### config.mk
export PLATFORM = sky130hd
export DESIGN_NAME = dot_unit
export DESIGN_NICKNAME = d
export VERILOG_FILES = /design/src/source/idct_pkg.sv /design/src/source/dot_unit.sv
export SDC_FILE = /design/constraint.sdc
export NUM_CORES = 2
export LEC_CHECK = 0
export BUFFER_PORTS_ARGS = -buffer_cell sky130_fd_sc_hd__buf_4
export CAP_MARGIN = 20
export CORE_ASPECT_RATIO = 1.4
export CORE_MARGIN = 2
export CORE_UTILIZATION = 40
export DETAILED_ROUTE_END_ITERATION = 7
export GPL_ROUTABILITY_DRIVEN = 0
export GPL_TIMING_DRIVEN = 0
export SYNTH_ARGS = -nofsm -noshare
export SYNTH_HDL_FRONTEND = slang
export SYNTH_SLANG_ARGS = --single-unit
### constraint.sdc
create_clock -name CLOCK_50 -period 4.75 [get_ports CLOCK_50]
set_clock_uncertainty 0.15 [all_clocks]
set_input_delay 1.1875 -clock CLOCK_50 [delete_from_list [all_inputs] [get_ports CLOCK_50]]
set_output_delay 1.1875 -clock CLOCK_50 [all_outputs]
set_load 0.05 [all_outputs]
### src/source/idct_pkg.sv
package idct_pkg;

	typedef logic [17:0] sram_addr_t;
	typedef logic [15:0] sram_data_t;
	typedef logic signed [15:0] coef_t;     // S' coefficient
	typedef logic signed [31:0] acc_t;      // product sums and T values
	typedef logic [7:0] pixel_t;
	typedef logic [5:0] buf_addr_t;         // one 8x8 block

	typedef enum logic {
		ROW_PASS,
		COL_PASS
	} pass_t;

	localparam int BLOCK_N = 8;
	localparam int ROW_SHIFT = 8;
	localparam int COL_SHIFT = 16;

	// C[k][j], row k holds cosine frequency k
	localparam logic signed [11:0] COS_TABLE [0:63] = '{
		1448,  1448,  1448,  1448,  1448,  1448,  1448,  1448,
		2008,  1702,  1137,   399,  -399, -1137, -1702, -2008,
		1892,   783,  -783, -1892, -1892,  -783,   783,  1892,
		1702,  -399, -2008, -1137,  1137,  2008,   399, -1702,
		1448, -1448, -1448,  1448,  1448, -1448, -1448,  1448,
		1137, -2008,   399,  1702, -1702,  -399,  2008, -1137,
		 783, -1892,  1892,  -783,  -783,  1892, -1892,   783,
		 399, -1137,  1702, -2008,  2008, -1702,  1137,  -399
	};

endpackage
### src/source/dot_unit.sv
module dot_unit (
	input logic CLOCK_50,
	input logic Resetn,
	input idct_pkg::pass_t pass,
	input logic step,
	input logic first,
	input logic [1:0] pair,
	input logic [2:0] col,
	input idct_pkg::acc_t op_a,
	input idct_pkg::acc_t op_b,
	output idct_pkg::acc_t result,
	output logic result_valid
);
	import idct_pkg::*;

	logic signed [11:0] coef_a;
	logic signed [11:0] coef_b;
	acc_t prod_a;
	acc_t prod_b;
	acc_t acc;
	logic p_valid;
	logic p_first;
	logic p_last;
	pass_t p_pass;
	pass_t sum_pass;

	// rows 2*pair and 2*pair+1 of C at column col
	// in the column pass C^T[col][k] is the same entry
	always_comb begin
		coef_a = COS_TABLE[(2 * pair) * BLOCK_N + col];
		coef_b = COS_TABLE[(2 * pair + 1) * BLOCK_N + col];
	end

	// product stage
	always_ff @(posedge CLOCK_50) begin
		prod_a <= op_a * coef_a;
		prod_b <= op_b * coef_b;
	end

	always_ff @(posedge CLOCK_50 or negedge Resetn) begin
		if (!Resetn) begin
			p_valid <= 1'b0;
			p_first <= 1'b0;
			p_last <= 1'b0;
			p_pass <= ROW_PASS;
			result_valid <= 1'b0;
		end else begin
			p_valid <= step;
			p_first <= first;
			p_last <= (pair == 2'd3);
			p_pass <= pass;
			result_valid <= p_valid && p_last;    // sum complete next cycle
		end
	end

	// accumulate stage, a first pair restarts the sum
	always_ff @(posedge CLOCK_50) begin
		if (p_valid) begin
			if (p_first) begin
				acc <= prod_a + prod_b;
				sum_pass <= p_pass;
			end else begin
				acc <= acc + prod_a + prod_b;
			end
		end
	end

	// scaling follows the pass the sum started in
	assign result = (sum_pass == COL_PASS) ? (acc >>> COL_SHIFT) : (acc >>> ROW_SHIFT);

endmodule

# Yosys cells after proc, flatten, opt, wreduce, memory -nomap -nowiden
# Memory sizes are Yosys's and may differ from the RTL's.
# Index checks and enable logic that the tools add are counted.
# W data, S select, Z words.
[totals] wordCells=32 mem_bits_ro=1536 inputBits=74 register_bits=102 memories=2
[memory_table] name="(no name shown)" depth=64 width=12 rd=1 rd_clocked_by_memory_dff=0 wr=0 line="dot_unit.sv:31" source="coef_b = COS_TABLE[(2 * pair + 1) * BLOCK_N + col];"
[memory_table] name="(no name shown)" depth=64 width=12 rd=1 rd_clocked_by_memory_dff=0 wr=0 line="dot_unit.sv:30" source="coef_a = COS_TABLE[(2 * pair) * BLOCK_N + col];"
[op_classes] n_bitwise=2 mux=6 n_eq_ne=1 magnitude_cmp=2 multipliers=2 n_reduce_logical=2 n_addsub=6
[ops] cell="$add A32 B32 Y32" count=3
[ops] cell="$ge A33 B7 Y1 const B" count=2
[ops] cell="$mul A32 B12 Y32" count=2
[ops] cell="$mux W12" count=4
[ops] cell="$not A7 Y33" count=1
[ops] cell="$not A8 Y33" count=1
[ops] cell="$mux W32" count=1
[ops] cell="$mux W23" count=1
[ops] cell="$add A7 B3 Y8" count=1
[ops] cell="$add A6 B3 Y7" count=1
[ops] cell="$add A3 B1 Y4 const B" count=1
[ops] cell="$eq A2 B2 Y1 const B" count=1
[ops] cell="$reduce_and A2 Y1" count=1
[ops] cell="$logic_and A1 B1 Y1" count=1

# Longest topological paths before layout
[depth] ltp_word=7 ltp_mapped=30 depth_no_buf=29

# Worst setup path before layout
# No wires, ideal clock.
[synth_timing] path_type="input -> register" startpoint="input col[1]" endpoint="register prod_a[30]" slack_ps=-2989 path_buffers=2 t_arrival_ps=7470 required_time_ps=4482 setup_ps=118 cell_stages=28 path_cell_list="inv_1 ha_1 inv_1 nor2_1 a21oi_1 o21bai_2 clkbuf_1 clkbuf_1 nand2_1 fa_1 fa_1 fa_1 inv_1 fa_1 inv_1 fa_1 inv_1 ha_1 o21a_1 o21a_1 nand3_1 o21a_1 o31ai_1 a21oi_1 a311oi_1 a21o_1 a21oi_1 xnor2_1"
[synth_via] elab_chain_len=6
[synth_rtl] element="start, declared" line="dot_unit.sv:8" source="input logic [2:0] col,"
[synth_rtl] element="$add A6 B3 Y7" line="dot_unit.sv:30"
[synth_rtl] element="$not A7 Y33 (implied by the code)" line="dot_unit.sv:30"
[synth_rtl] element="$mem_v2 Z64 W12"
[synth_rtl] element="$mux W12 (implied by the code) (2 in series)" line="dot_unit.sv:30"
[synth_rtl] element="$mul A32 B12 Y32" line="dot_unit.sv:36" source="prod_a <= op_a * coef_a;"
[synth_rtl] element="end signal, assigned" line="dot_unit.sv:36"
[synth_rtl] element="end, declared" line="dot_unit.sv:18" source="acc_t prod_a;"
# No other way between the ends. The select of a mux whose other input is x is not followed.
# A chain may end at the register's enable or synchronous reset.

# Worst setup path in the final report
[layout_timing] startpoint="input col[0]" endpoint="register prod_b[30]"
[layout_via] elab_chain_len=6
[layout_rtl] element="$add A7 B3 Y8" line="dot_unit.sv:31"
[layout_rtl] element="$not A8 Y33 (implied by the code)" line="dot_unit.sv:31"
[layout_rtl] element="$mem_v2 Z64 W12"
[layout_rtl] element="$mux W12 (implied by the code) (2 in series)" line="dot_unit.sv:31"
[layout_rtl] element="$mul A32 B12 Y32" line="dot_unit.sv:37" source="prod_b <= op_b * coef_b;"
[layout_rtl] element="end signal, assigned" line="dot_unit.sv:37"
[layout_rtl] element="end, declared" line="dot_unit.sv:19" source="acc_t prod_b;"
# No other way between the ends. The select of a mux whose other input is x is not followed.

==> impl_results.md <==
* Outcome: complete, but fails checks
* Violations in the final reports: setup timing
* Post-synth top cells: sky130_fd_sc_hd__inv_1 (680), sky130_fd_sc_hd__fa_1 (513), sky130_fd_sc_hd__nand2_1 (417)
* Fraction of final layout cells with drive strength greater than 1 at 0.2122
* Critical path buffers and inverters at 11
* Routed Wire Length at 76.68 mm
* Max H-tree Level at 3
* Count of pins over their slew limit at 0
* Detail-routed net length per standard cell at 18.47 um
* Clock Latency Late Sink at 0.37 ns
* Die boundary height at 307.7 um
* Depth of the worst register-to-register path at 14
* Max-cap viol count at 0
* Worst setup slack for register-to-register paths at 0.67 ns
* Crit path max-delay cell type: sky130_fd_sc_hd__fa_1
* Die width at 220.9 um
* Largest driver fanout on the critical path at 6
* Clock slew at the register clock pins of the worst setup and hold paths at 0.08 ns
* Sum Neg Setup Slack at -106.13 ns
* Fraction of registers with async set/reset at 0.04902
* Maximum clock path buffer count at 2
* Metal-1 WL at 28.38 mm
* Post-Syn Area per Cell at 8.699 um2
* Routed vias/inst at 5.067
* Number of clock buffers inserted by TritonCTS at 9
* Leading cell type by number of instances after synthesis: sky130_fd_sc_hd__inv_1
* Family with the most delay on the worst path: adder cells
* Type of element capturing the critical path: flop
* Vias in the first global route at 23,107
* Setup ws final at -2.850 ns
* Final period demand of the worst path at 7.600 ns
* Critical Path Start: col[0]
* Post-detailed-route DRC marker count at 0
* # IOs at 107
* Final Hold Vio Count at 0
* Dominant register cell in the synthesized netlist: sky130_fd_sc_hd__dfxtp_1
* Startpoint type of the worst setup path: primary input
* Post-route ant nets at 0
* Number of nets produced by synthesis at 3,835
* Area growth from synthesis to layout at 23.08%
* Cell at the root of the clock tree: sky130_fd_sc_hd__clkbuf_16
* Part of the cycle the worst path needs at 1.600
* TritonCTS clock tree: done
* Metal2 WL at 41.50 mm
* Core Rows at 111
* Cts hold-fix bufs at 0
* Setup slack at placement at -4.332 ns
* Distinct cells, synth at 72
* Total area of sequential cells at 2399 um2
* DP Wirelength at 62.17 mm
* Most common cell type on the critical path: sky130_fd_sc_hd__fa_1
* Pin count of the biggest net entering global routing at 35
* Total Nets Final at 4,105
* Max Fclk at 0.1316 GHz
* Area after DPL at 28,760 um2
* Number of logic stages on the critical path including buffering at 30
* Utilization after layout at 0.4968
* Vias at 21,037
* Max-slew headroom at the worst pin at 0.3945
* Final design area excluding fillers at 32,430 um2
* Share of synthesized area occupied by flip-flops and latches at 0.09099
* CP max stage delay at 0.55 ns
* Critical Path AT at 7.72 ns
* Met3 routed wirelength at 2.576 mm
* Slew @ Worst Pin at 0.9082 ns
* Setup-violating endpoint count in the final report at 54
* Area of the multi-input gates at 22,760 um2
* Startpoint of the lowest-slack register-to-register path: prod_a[1]
* Highest metal layer used by the detailed router: met4
* Critical path start-end classification: primary input to flop
* Class of the tightest hold or removal check: flop to flop
* Share of the synthesized area in the top cell type at 0.3898
* Overall die area at 67,970 um2
* Post-Synthesis Cells at 3,029
* Post-synth EDFFs at 33
* Initial cell density of the core at 0.4036
* Most area-hungry cell type in the Yosys netlist: sky130_fd_sc_hd__fa_1
* Worst path required time at 4.87 ns
* Synth Warn # at 0
* Clock sink count at 102
* Endpoint of the worst-slack reg-to-reg timing path: acc[31]
* End point of the critical path: prod_b[30]
* Total track usage at 0.2290
* RSZ-0062 raised after global routing: yes
* Core outline area at 65,280 um2
* Port Buf Inserts at 102
* Register bit count reported by yosys at 102
* Drt initial violations at 904
* Wire length of the first global-routing pass at 122.3 mm
* Post-synthesis cell area at 26,350 um2
* GRT overflow at 0
* Ranking of synthesized cells by area: sky130_fd_sc_hd__fa_1 (39%), sky130_fd_sc_hd__ha_1 (10%), sky130_fd_sc_hd__inv_1 (9.7%), sky130_fd_sc_hd__nand2_1 (5.9%), sky130_fd_sc_hd__dfxtp_1 (4.9%)
* Number of antenna violations at the first check in global routing at 1
* Number of detailed-route iterations in the first pass at 5
* Number of filler instances in the final layout at 6,203
layer usage:
metal	up-vias	GRT usage
met4	0	0.1050
met5	-	0
met3	171	0.01565
li1	9730	-
met2	560	0.4447
met1	10576	0.2526
state kept, by name, summed over array words and instances (netlist names):
name	flops
sum_pass	1
p_pass	1
prod_b	32
p_valid	1
prod_a	32
acc	32
result_valid	1
p_last	1
p_first	1
how the worst min path moves through the flow:
stage            from       end  slack (ns)  cells past startpoint
3_5_place_dp   p_pass  sum_pass        0.26                      0
4_1_cts        p_pass  sum_pass        0.27                      0
5_1_grt        p_pass  sum_pass        0.28                      0
6_report       p_pass  sum_pass        0.27                      0
3_3_place_gp   p_pass  sum_pass        0.26                      0
2_1_floorplan  p_pass  sum_pass        0.25                      0
worst reg2reg max path, cell delays in order, from the launching register on:
cell and delay [ns]:
sky130_fd_sc_hd__dfxtp_1 0.36, sky130_fd_sc_hd__fa_1 0.54, sky130_fd_sc_hd__ha_1 0.20, sky130_fd_sc_hd__inv_1 0.08, sky130_fd_sc_hd__fa_1 0.47, sky130_fd_sc_hd__nor2b_1 0.17, sky130_fd_sc_hd__o31a_1 0.26, sky130_fd_sc_hd__o211a_1 0.25
sky130_fd_sc_hd__nor3_1 0.11, sky130_fd_sc_hd__o21ai_1 0.33, sky130_fd_sc_hd__nand4_1 0.21, sky130_fd_sc_hd__a31oi_1 0.24, sky130_fd_sc_hd__xnor2_1 0.15, sky130_fd_sc_hd__o221ai_1 0.16, sky130_fd_sc_hd__xnor2_1 0.15
layout make-up:
type | count | share of cell area
diodes | 1 | 0.00007716
plain buffers | 129 | 0.03538
clock buffers | 9 | 0.006945
clock inverters | 7 | 0.002315
inverters | 682 | 0.07952
multi-input cells | 2113 | 0.7018
flip-flops and latches | 102 | 0.07396
well taps | 847 | 0.03268
repair buffers | 262 | 0.06729
per-stage QoR:
stage / hold slack (ns) / std cells
floorplan: 0.2507 / 3029
global placement: 0.2633 / 3978
detailed placement: 0.2561 / 3978
CTS: 0.2741 / 4111
global route: 0.2776 / 4152
finish: 0.2722 / 4152
layout by cell type, fill, tap and decap left out, drive strengths merged, types with 17 or more instances in the layout:
cell type / netlist / layout
edfxtp: 33 / 33
and3: 24 / 24
xnor2: 91 / 91
nor2: 101 / 101
o21ai: 90 / 90
nand3: 29 / 29
mux2: 17 / 17
dfxtp: 64 / 64
xor2: 47 / 47
fa: 513 / 513
inv: 680 / 681
ha: 219 / 219
o21a: 29 / 29
nor3: 29 / 29
a21oi: 96 / 96
nand2: 417 / 417
and2: 159 / 159
a21o: 33 / 33
nand2b: 45 / 45
clkbuf: 108 / 98
nor2b: 32 / 32
buf: 24 / 301
cell families (layout without fill, tap and decap cells):
kind of cell | Yosys count | in the layout | share of synthesized area
compound gates | 352 | 352 | 0.08614
xor+xnor | 138 | 138 | 0.04587
flops | 102 | 102 | 0.09099
simple gates | 869 | 869 | 0.1550
fa+ha+maj | 732 | 732 | 0.4938
other cells | 0 | 1 | 0
mux | 22 | 22 | 0.01059
buf+inv | 814 | 1089 | 0.1176
repair_timing:
item	4_1_cts	5_1_grt
cloned	0	2
gates resized for setup	319	167
setup buffers	122	48
setup endpoints to repair	57	55
pin swaps	142	113
Power is left out: the tool's default activity adds up to more than one toggle a clock period on the data nets, which glitch-free logic cannot reach.
