[src/source/idct_pkg.sv]
package idct_pkg;

	typedef logic [17:0] sram_addr_t;
	typedef logic [15:0] sram_data_t;
	typedef logic signed [15:0] coef_t;     // S' coefficient
	typedef logic signed [31:0] acc_t;      // product sums and T values
	typedef logic [7:0] pixel_t;
	typedef logic [5:0] buf_addr_t;         // one 8x8 block

	typedef enum logic {
		ROW_PASS,
		COL_PASS
	} pass_t;

	localparam int BLOCK_N = 8;
	localparam int ROW_SHIFT = 8;
	localparam int COL_SHIFT = 16;

	// C[k][j], row k holds cosine frequency k
	localparam logic signed [11:0] COS_TABLE [0:63] = '{
		1448,  1448,  1448,  1448,  1448,  1448,  1448,  1448,
		2008,  1702,  1137,   399,  -399, -1137, -1702, -2008,
		1892,   783,  -783, -1892, -1892,  -783,   783,  1892,
		1702,  -399, -2008, -1137,  1137,  2008,   399, -1702,
		1448, -1448, -1448,  1448,  1448, -1448, -1448,  1448,
		1137, -2008,   399,  1702, -1702,  -399,  2008, -1137,
		 783, -1892,  1892,  -783,  -783,  1892, -1892,   783,
		 399, -1137,  1702, -2008,  2008, -1702,  1137,  -399
	};

endpackage
[src/source/ram_if.sv]
interface ram_if #(
	parameter type word_t = logic [15:0]
) ();
	import idct_pkg::*;

	buf_addr_t addr;
	word_t wdata;
	logic wren;
	word_t rdata;    // valid one clock after addr

	modport client (
		output addr,
		output wdata,
		output wren,
		input rdata
	);

	modport mem (
		input addr,
		input wdata,
		input wren,
		output rdata
	);

endinterface

[src/source/idct_ctrl.sv]
module idct_ctrl #(
	parameter idct_pkg::sram_addr_t IN_BASE = 18'd76800,
	parameter idct_pkg::sram_addr_t OUT_BASE = 18'd0
) (
	input logic CLOCK_50,
	input logic Resetn,
	input logic start,
	input idct_pkg::sram_data_t SRAM_read_data,
	output idct_pkg::sram_addr_t SRAM_address,
	output idct_pkg::sram_data_t SRAM_write_data,
	output logic we_n,
	output logic done,
	ram_if.client sp_wr,
	ram_if.client sp_rd,
	ram_if.client t_wr,
	ram_if.client t_rd,
	output idct_pkg::pass_t pass,
	output logic step,
	output logic first,
	output logic [1:0] pair,
	output logic [2:0] col,
	output idct_pkg::acc_t op_a,
	output idct_pkg::acc_t op_b,
	input idct_pkg::acc_t result,
	input logic result_valid
);
	import idct_pkg::*;

	localparam int N_COEF = BLOCK_N * BLOCK_N;
	localparam int N_WORDS = N_COEF / 2;
	localparam buf_addr_t LAST_IDX = buf_addr_t'(N_COEF - 1);

	typedef enum logic [2:0] {
		S_IDLE,
		S_FETCH,
		S_ROW,
		S_COL,
		S_WRITE
	} state_t;

	state_t state;
	logic req_valid;              // fetch address on the bus
	buf_addr_t req_idx;
	logic tag1_valid;
	logic tag2_valid;
	buf_addr_t tag1_idx;
	buf_addr_t tag2_idx;          // index of the word now on SRAM_read_data
	logic issuing;
	buf_addr_t out_idx;
	logic [1:0] pair_idx;
	buf_addr_t res_idx;
	logic [5:0] wb_cnt;
	pixel_t even_pix;
	pixel_t pix;
	sram_data_t out_regs [N_WORDS];

	function automatic pixel_t clip(input acc_t v);
		if (v < 0) return 8'd0;
		if (v > 255) return 8'd255;
		return pixel_t'(v[7:0]);
	endfunction

	assign pix = clip(result);
	assign pass = (state == S_COL) ? COL_PASS : ROW_PASS;
	assign op_a = (state == S_COL) ? t_wr.rdata : acc_t'(sp_wr.rdata);
	assign op_b = (state == S_COL) ? t_rd.rdata : acc_t'(sp_rd.rdata);

	// even k on the first port of each buffer, odd k on the second
	always_comb begin
		sp_wr.addr = tag2_idx;
		sp_wr.wdata = coef_t'(SRAM_read_data);
		sp_wr.wren = tag2_valid;
		sp_rd.addr = {out_idx[5:3], pair_idx, 1'b1};
		sp_rd.wdata = '0;
		sp_rd.wren = 1'b0;
		t_wr.addr = res_idx;
		t_wr.wdata = result;
		t_wr.wren = result_valid && (state == S_ROW);
		t_rd.addr = {pair_idx, 1'b1, out_idx[2:0]};
		t_rd.wdata = '0;
		t_rd.wren = 1'b0;
		if (state == S_ROW) sp_wr.addr = {out_idx[5:3], pair_idx, 1'b0};
		if (state == S_COL) t_wr.addr = {pair_idx, 1'b0, out_idx[2:0]};
	end

	always_ff @(posedge CLOCK_50 or negedge Resetn) begin
		if (!Resetn) begin
			state <= S_IDLE;
			req_valid <= 1'b0;
			req_idx <= '0;
			SRAM_address <= '0;
			we_n <= 1'b1;
			done <= 1'b0;
			issuing <= 1'b0;
			out_idx <= '0;
			pair_idx <= '0;
			res_idx <= '0;
			wb_cnt <= '0;
		end else begin
			done <= 1'b0;
			case (state)
				S_IDLE: begin
					if (start) begin                // busy starts never reach here
						SRAM_address <= IN_BASE;
						req_valid <= 1'b1;
						req_idx <= '0;
						state <= S_FETCH;
					end
				end
				S_FETCH: begin
					if (req_valid) begin
						if (req_idx == LAST_IDX) begin
							req_valid <= 1'b0;
						end else begin
							SRAM_address <= SRAM_address + sram_addr_t'(1);
							req_idx <= req_idx + 1'b1;
						end
					end
					if (tag2_valid && tag2_idx == LAST_IDX) begin
						issuing <= 1'b1;
						out_idx <= '0;
						pair_idx <= '0;
						res_idx <= '0;
						state <= S_ROW;
					end
				end
				S_ROW, S_COL: begin
					if (issuing) begin
						pair_idx <= pair_idx + 1'b1;
						if (pair_idx == 2'd3) begin
							out_idx <= out_idx + 1'b1;
							if (out_idx == LAST_IDX) issuing <= 1'b0;
						end
					end
					if (result_valid) begin
						res_idx <= res_idx + 1'b1;
						if (res_idx == LAST_IDX && state == S_ROW) begin
							issuing <= 1'b1;         // T complete, start columns
							out_idx <= '0;
							pair_idx <= '0;
							state <= S_COL;
						end else if (res_idx == LAST_IDX) begin
							wb_cnt <= '0;
							state <= S_WRITE;
						end
					end
				end
				S_WRITE: begin
					if (wb_cnt != 6'(N_WORDS)) begin
						we_n <= 1'b0;
						SRAM_address <= OUT_BASE + sram_addr_t'(wb_cnt);
						wb_cnt <= wb_cnt + 1'b1;
					end else begin
						we_n <= 1'b1;
						done <= 1'b1;
						state <= S_IDLE;
					end
				end
				default: state <= S_IDLE;
			endcase
		end
	end

	// step stage lines up with buffer read data
	always_ff @(posedge CLOCK_50 or negedge Resetn) begin
		if (!Resetn) begin
			step <= 1'b0;
			first <= 1'b0;
			pair <= '0;
			col <= '0;
			tag1_valid <= 1'b0;
			tag2_valid <= 1'b0;
		end else begin
			step <= issuing;
			first <= (pair_idx == 2'd0);
			pair <= pair_idx;
			col <= (state == S_COL) ? out_idx[5:3] : out_idx[2:0];
			tag1_valid <= req_valid;
			tag2_valid <= tag1_valid;
		end
	end

	always_ff @(posedge CLOCK_50) begin
		tag1_idx <= req_idx;
		tag2_idx <= tag1_idx;
		if (state == S_COL && result_valid) begin
			if (!res_idx[0]) even_pix <= pix;    // upper byte waits for its partner
			else out_regs[res_idx[5:1]] <= {even_pix, pix};
		end
		if (state == S_WRITE) SRAM_write_data <= out_regs[wb_cnt[4:0]];
	end

endmodule

[src/flat_wrapper.sv]
// flat-port wrapper written by rule: the top's interface ports become plain ports
module idct_ctrl_flat import idct_pkg::*;
#(
	parameter idct_pkg::sram_addr_t IN_BASE = 18'd76800,
	parameter idct_pkg::sram_addr_t OUT_BASE = 18'd0
)
  (CLOCK_50, Resetn, start, SRAM_read_data, SRAM_address, SRAM_write_data, we_n, done, pass, step, first, pair, col, op_a, op_b, result, result_valid, sp_wr_addr, sp_wr_wdata, sp_wr_wren, sp_wr_rdata, sp_rd_addr, sp_rd_wdata, sp_rd_wren, sp_rd_rdata, t_wr_addr, t_wr_wdata, t_wr_wren, t_wr_rdata, t_rd_addr, t_rd_wdata, t_rd_wren, t_rd_rdata);
  ram_if sp_wr_i ();
  ram_if sp_rd_i ();
  ram_if t_wr_i ();
  ram_if t_rd_i ();
  input logic CLOCK_50;
  input logic Resetn;
  input logic start;
  input idct_pkg::sram_data_t SRAM_read_data;
  output idct_pkg::sram_addr_t SRAM_address;
  output idct_pkg::sram_data_t SRAM_write_data;
  output logic we_n;
  output logic done;
  output idct_pkg::pass_t pass;
  output logic step;
  output logic first;
  output logic [1:0] pair;
  output logic [2:0] col;
  output idct_pkg::acc_t op_a;
  output idct_pkg::acc_t op_b;
  input idct_pkg::acc_t result;
  input logic result_valid;
  output wire logic [$bits(sp_wr_i.addr)-1:0] sp_wr_addr;
  output wire logic [$bits(sp_wr_i.wdata)-1:0] sp_wr_wdata;
  output wire logic [$bits(sp_wr_i.wren)-1:0] sp_wr_wren;
  input wire logic [$bits(sp_wr_i.rdata)-1:0] sp_wr_rdata;
  output wire logic [$bits(sp_rd_i.addr)-1:0] sp_rd_addr;
  output wire logic [$bits(sp_rd_i.wdata)-1:0] sp_rd_wdata;
  output wire logic [$bits(sp_rd_i.wren)-1:0] sp_rd_wren;
  input wire logic [$bits(sp_rd_i.rdata)-1:0] sp_rd_rdata;
  output wire logic [$bits(t_wr_i.addr)-1:0] t_wr_addr;
  output wire logic [$bits(t_wr_i.wdata)-1:0] t_wr_wdata;
  output wire logic [$bits(t_wr_i.wren)-1:0] t_wr_wren;
  input wire logic [$bits(t_wr_i.rdata)-1:0] t_wr_rdata;
  output wire logic [$bits(t_rd_i.addr)-1:0] t_rd_addr;
  output wire logic [$bits(t_rd_i.wdata)-1:0] t_rd_wdata;
  output wire logic [$bits(t_rd_i.wren)-1:0] t_rd_wren;
  input wire logic [$bits(t_rd_i.rdata)-1:0] t_rd_rdata;
  assign sp_wr_addr = sp_wr_i.addr;
  assign sp_wr_wdata = sp_wr_i.wdata;
  assign sp_wr_wren = sp_wr_i.wren;
  assign sp_wr_i.rdata = sp_wr_rdata;
  assign sp_rd_addr = sp_rd_i.addr;
  assign sp_rd_wdata = sp_rd_i.wdata;
  assign sp_rd_wren = sp_rd_i.wren;
  assign sp_rd_i.rdata = sp_rd_rdata;
  assign t_wr_addr = t_wr_i.addr;
  assign t_wr_wdata = t_wr_i.wdata;
  assign t_wr_wren = t_wr_i.wren;
  assign t_wr_i.rdata = t_wr_rdata;
  assign t_rd_addr = t_rd_i.addr;
  assign t_rd_wdata = t_rd_i.wdata;
  assign t_rd_wren = t_rd_i.wren;
  assign t_rd_i.rdata = t_rd_rdata;
  idct_ctrl #(.IN_BASE(IN_BASE), .OUT_BASE(OUT_BASE)) u_core (.CLOCK_50(CLOCK_50), .Resetn(Resetn), .start(start), .SRAM_read_data(SRAM_read_data), .SRAM_address(SRAM_address), .SRAM_write_data(SRAM_write_data), .we_n(we_n), .done(done), .sp_wr(sp_wr_i), .sp_rd(sp_rd_i), .t_wr(t_wr_i), .t_rd(t_rd_i), .pass(pass), .step(step), .first(first), .pair(pair), .col(col), .op_a(op_a), .op_b(op_b), .result(result), .result_valid(result_valid));
endmodule
[config.mk]
export PLATFORM = sky130hd
export DESIGN_NAME = idct_ctrl_flat
export DESIGN_NICKNAME = d
export VERILOG_FILES = /design/src/source/idct_pkg.sv /design/src/source/ram_if.sv /design/src/source/idct_ctrl.sv /design/src/flat_wrapper.sv
export SDC_FILE = /design/constraint.sdc
export NUM_CORES = 1
export LEC_CHECK = 0
export BUFFER_PORTS_ARGS = -buffer_cell sky130_fd_sc_hd__buf_2
export CAP_MARGIN = 20
export CORE_ASPECT_RATIO = 0.9
export CORE_MARGIN = 3
export CORE_UTILIZATION = 60
export DETAILED_ROUTE_END_ITERATION = 8
export GPL_TIMING_DRIVEN = 1
export PLACE_DENSITY = 0.94
export SKIP_CTS_REPAIR_TIMING = 1
export SYNTH_ARGS = -nofsm -noshare
export SYNTH_HDL_FRONTEND = slang
export SYNTH_SLANG_ARGS = --single-unit
[constraint.sdc]
create_clock -name CLOCK_50 -period 8.6 [get_ports CLOCK_50]
set_clock_uncertainty 0.1 [all_clocks]
set_input_delay 0.43 -clock CLOCK_50 [delete_from_list [all_inputs] [get_ports CLOCK_50]]
set_output_delay 0.43 -clock CLOCK_50 [all_outputs]
set_load 0.02 [all_outputs]
# == Word-level counts from Yosys, hierarchy flattened ==
# Memory sizes are Yosys's and may differ from the RTL's. A register that Yosys moved wholly into a read port is not among the register bits.
# Cells that the tools add are included.
# op_classes
n_addsub,6
multipliers,0
div_mod_pow,0
n_lt_le_gt_ge,2
eq_ne,20
n_shift,0
muxes,63
bitwise_logic,1
reduce_logical,19
# ops
operator,n
6-bit two-way mux,15
18-bit two-way mux,4
18-bit one-hot mux with 3 select lines,1
6-bit one-hot mux with 2 select lines,4
32-bit by 9-bit greater-than comparator with 1-bit output (second input constant),1
32-bit by 1-bit < comparator with 1-bit output (second input constant),1
16-bit two-way mux,2
8-bit two-way mux,4
6-bit by 1-bit adder with 6-bit output (second input constant),4
6-bit equality test (second input constant),4
3-bit two-way mux,7
18-bit by 1-bit adder with 18-bit output (second input constant),1
1-bit two-way mux,18
5-bit AND reduction,3
3-bit one-hot mux with 4 select lines,1
2-bit inequality test (second input constant),5
2-bit two-way mux,4
2-bit by 1-bit inequality test with 1-bit output (second input constant),4
3-bit by 2-bit equality test with 1-bit output (second input constant),2
6-bit inequality test (second input constant),1
2-bit AND reduction,3
2-bit nonzero test,3
1-bit logical AND,4
1-bit one-hot mux with 2 select lines,2
other kinds (13),13
# word_totals
register_bits,80
latch_bits,0
ramBits,512
mem_bits_ro,0
output_inout_bits,200
memories,1
# mem_list
name,depth,word_bits,rd,rd_ports_with_merged_regs,write_ports,line,text
u_core.out_regs,32,16,1,1,1,idct_ctrl.sv:55,sram_data_t out_regs [N_WORDS];

# == Longest topological paths before layout ==
# logic_depth
ltp_word,7
ltp_mapped,10

# == Worst setup path before layout ==
# Ideal clock, no wire load.
# synth_path
path_kind,reg-to-reg
start,register u_core.state[2]
end,memory u_core.out_regs[28][0] in the netlist's numbering (enable)
t_arrival_ps,2399
required_time_ps,8112
setup_slack_ps,5712
stages_incl_launch_ff,10
path_buffers,3
path_cell_list,dfrtp_1 > buf_6 > nand2b_1 > or2_1 > buf_2 > inv_2 > nand3_1 > or3_1 > clkbuf_1 > nor2_1
# synth_via
elab_chain_cells,4
# synth_lines
item,line,text
start: declaration,idct_ctrl.sv:41,state_t state;
start signal: assignment,idct_ctrl.sv:88,state <= S_IDLE;
start signal: assignment,idct_ctrl.sv:107,state <= S_FETCH;
start signal: assignment,idct_ctrl.sv:124,state <= S_ROW;
3-bit by 2-bit equality test with 1-bit output,idct_ctrl.sv:186,if (state == S_COL && result_valid) begin
1-bit logical AND,idct_ctrl.sv:186,
1-bit two-way mux,idct_ctrl.sv:186,
1-bit two-way mux (not written as such),idct_ctrl.sv:188,"else out_regs[res_idx[5:1]] <= {even_pix, pix};"
end: declaration,idct_ctrl.sv:55,
# Every way passes these cells.

# == Worst setup path after layout ==
# layout_path
start,register u_core.state[2]
end,memory u_core.out_regs[24][2] in the netlist's numbering (enable)
# Same word-level chain as after synthesis.

==> summary.txt <==
Status
  • Status: complete, no violations

Routing
  • Detailed Route WL: 63100 microns
  • Avg WL per Cell: 26.7 microns
  • 1st-iter DRT viols: 2063
  • First drt pass iteration count: 6
  • DRC: 0
  • Vias/cell: 6.50
  • Via count: 15400
  • Routed Antenna Nets: 0

Clock network
  • H-tree levels: 2
  • Worst skew pair latency: 0.59 ns
  • Clock-pin slew on the worst setup and hold paths: 0.07 ns
  • CTS root buf: clkbuf_16
  • Total CTS buffers: 55
  • TritonCTS clock tree: built
  • Sink Count: 608
  • Max Root-Sink Buffers: 3

Timing
  • Fin crit period: 4.00 ns
  • TNS Setup: 0 ns
  • FMAX: 0.250 GHz
  • Max-slew violation count: 0
  • Crit share post-route: 46.5%
  • Relative slew slack: 18.3%
  • Hold Violations, Final: 0
  • Final setup viols: 0
  • Worst Tran Pin Value: 1.23 ns
  • Unrepaired setup endpoints after global routing: no
  • Fin Hold WS: 0.228 ns

Logic synthesis
  • Synth Area in XOR/XNOR: 0.454%
  • Post-synthesis adder-cell area fraction: 0.399%
  • Mapped Avg Cell Area: 16.0 sq um
  • Sequential share of the synthesized area: 71.1%
  • Cell area after synthesis: 25100 sq um
  • EDFF count, synth: 536
  • Synth warn: 0
  • Compound-Gate Fraction of Synth Area: 5.09%
  • Post-synthesis mux area share: 11.5%
  • Synthesized instance count: 1568
  • Top_reg_cell synth: edfxtp_1
  • Async S/R FF share, synth: 9.87%
  • Simple-Gate Fraction of Synth Area: 6.73%
  • Largest family of logic cells by synthesized area: multiplexers
  • #FFs+latches synth: 608
  • Unique masters post-synth: 69

Setup path
  • R2R Path Start: u_core.state[2]$_DFFE_PN0P_
  • CP max FO: 45
  • Worst R2R End: u_core.out_regs[24][2]$_DFFE_PP_
  • Critical Path RT: 8.77 ns
  • CP Class: reg2reg
  • R2R cell count: 8
  • Flop-to-flop setup slack: 4.60 ns
  • Critical Path AT: 4.17 ns
  • Crit end category: flop
  • CP Launch Type: flop

Cells and area
  • Final Cell Area: 28400 sq um
  • Diodes inserted: 0
  • Utilization after layout: 69.2%
  • Area Overhead vs Synth: 13.1%
  • Layout cells sized above 1: 26.0%
  • Final #Nets: 1908

Worst hold path
  • Min-Delay Endpoint: u_core.tag2_idx[4]$_DFF_P_
  • Worst hold path class: reg2reg
  • Min-delay src: u_core.tag1_idx[4]$_DFF_P_
  • Hold path depth: 0

Global route
  • Largest net degree at the start of global routing: 108
  • Gr usage total: 27.5%
  • GRT overflow: 0
  • First-pass GRT wire length: 92100 microns
  • Initial antenna violation count: 1
  • Vias in the first global route: 14700

Pwr
  • Maximum vdd drop: 156 uV
  • Pwr dens: 218 nW/um^2
  • Static leakage: 10.4 nW
  • Total power: 6.19 mW

Placement
  • Routability cong.: 0.878
  • Post-DP HPWL: 37200 microns
  • IO buf count: 215
  • Post-DP Area: 26400 sq um

Run
  • Maxcap violations: 0

Floorplan
  • Die Y: 200 microns
  • Chip width: 222 microns
  • Row count: 70
  • Die area: 44300 sq um
  • I/O Pins: 316
  • Core Region: 41000 sq um
  • Starting density of the core: 61.2%
worst max-delay path by stage:
stage,depth (start not counted),end,from,slack (ns)
after floorplan,9,u_core.out_regs[28][0]$_DFFE_PP_,u_core.state[2]$_DFFE_PN0P_,5.71
after global placement,7,u_core.out_regs[24][11]$_DFFE_PP_,u_core.state[2]$_DFFE_PN0P_,4.69
after detailed placement,8,u_core.out_regs[24][1]$_DFFE_PP_,u_core.state[2]$_DFFE_PN0P_,4.73
after CTS,8,u_core.out_regs[24][2]$_DFFE_PP_,u_core.state[2]$_DFFE_PN0P_,4.69
after global routing,8,u_core.out_regs[24][11]$_DFFE_PP_,u_core.state[2]$_DFFE_PN0P_,4.39
final,8,u_core.out_regs[24][2]$_DFFE_PP_,u_core.state[2]$_DFFE_PN0P_,4.60
layout by cell type, fill, tap and decap left out, drive strengths merged, types with 37 or more instances in the layout:
cell    count
mux4       85
buf       269
clkbuf     75
nor2       92
a21oi      37
mux2i      77
conb       68
edfxtp    536
nand2     167
dfrtp      59
synthesized netlist by cell type, types with 9 or more instances:
| library cell | instances | share of area (%) |
|---|---|---|
| inv_1 | 13 | 0.19 |
| mux4_2 | 85 | 7.6 |
| clkbuf_1 | 40 | 0.60 |
| o21ai_0 | 33 | 0.66 |
| o31ai_1 | 14 | 0.42 |
| mux2_2 | 18 | 0.81 |
| nor3_1 | 19 | 0.38 |
| buf_4 | 105 | 3.1 |
| a211oi_1 | 15 | 0.45 |
| o22ai_1 | 26 | 0.65 |
| nand2_1 | 167 | 2.5 |
| a22o_1 | 10 | 0.35 |
| nor4_1 | 17 | 0.42 |
| a22oi_1 | 22 | 0.66 |
| nand3_1 | 20 | 0.40 |
| edfxtp_1 | 536 | 64 |
| a21oi_1 | 37 | 0.74 |
| buf_2 | 22 | 0.44 |
| xnor2_1 | 9 | 0.31 |
| mux2i_1 | 77 | 3.1 |
| dfrtp_1 | 59 | 5.9 |
| dfxtp_1 | 12 | 0.96 |
| nor2_1 | 92 | 1.4 |
sequential cells by signal (all words and copies together), names as in the netlist, 2 cells and up:
signal,flops
u_core.out_regs,512
u_core.SRAM_address,18
u_core.SRAM_write_data,16
u_core.even_pix,8
u_core.out_idx,6
u_core.req_idx,6
u_core.res_idx,6
u_core.tag1_idx,6
u_core.tag2_idx,6
u_core.wb_cnt,6
u_core.col,3
u_core.state,3
u_core.pair,2
u_core.pair_idx,2
power breakdown:
part,internal [mW],switching (mW),leakage [nW]
Combinational,0.152,0.329,3.89
Sequential,3.24,0.0721,5.63
Clock,1.34,1.05,0.862
cells by family after synthesis:
| family | count (synthesis) |
|---|---|
| and+or+nand+nor | 372 |
| buffers and inverters | 192 |
| AOI/OAI and AO/OA | 193 |
| adders and majority gates | 8 |
| muxes | 180 |
| DFF | 608 |
| xor gates and xnor gates | 13 |
| other | 2 |
metal layers:
| metal | up-vias | share of wire (%) | track usage [%] |
|---|---|---|---|
| li1 | 6311 | - | - |
| met1 | 7625 | 35 | 37.2 |
| met2 | 1242 | 50 | 46.2 |
| met3 | 184 | 11 | 5.10 |
| met4 | 2 | 3.5 | 9.71 |
| met5 | - | 0.014 | 0 |
area by class of cell:
cell class	count	area [sq um]
repair buffers	271	1700
multi-input cells	834	6360
well taps	540	676
flip-flops and latches	608	17800
inverters	14	52.6
clock buffers	74	1570
clock inverters	21	181
fillers	2437	12600
metrics by stage:
step	instances	setup WS [ns]
after detailed placement	2256	4.73
after floorplan	1634	5.71
after global routing	2362	4.39
final	2362	4.60
after CTS	2351	4.69
after global placement	2254	4.69
critical path, stage by stage, from the launching register on:
cell and delay [ns]:
dfrtp_1 0.55, nand2b_1 0.35, or2_1 0.27, buf_4 0.26
inv_2 0.55, nand3_1 0.21, or3_1 0.51, nor2_1 0.53
buf_4 0.32
No activity file was read; power rests on OpenSTA's default activity.
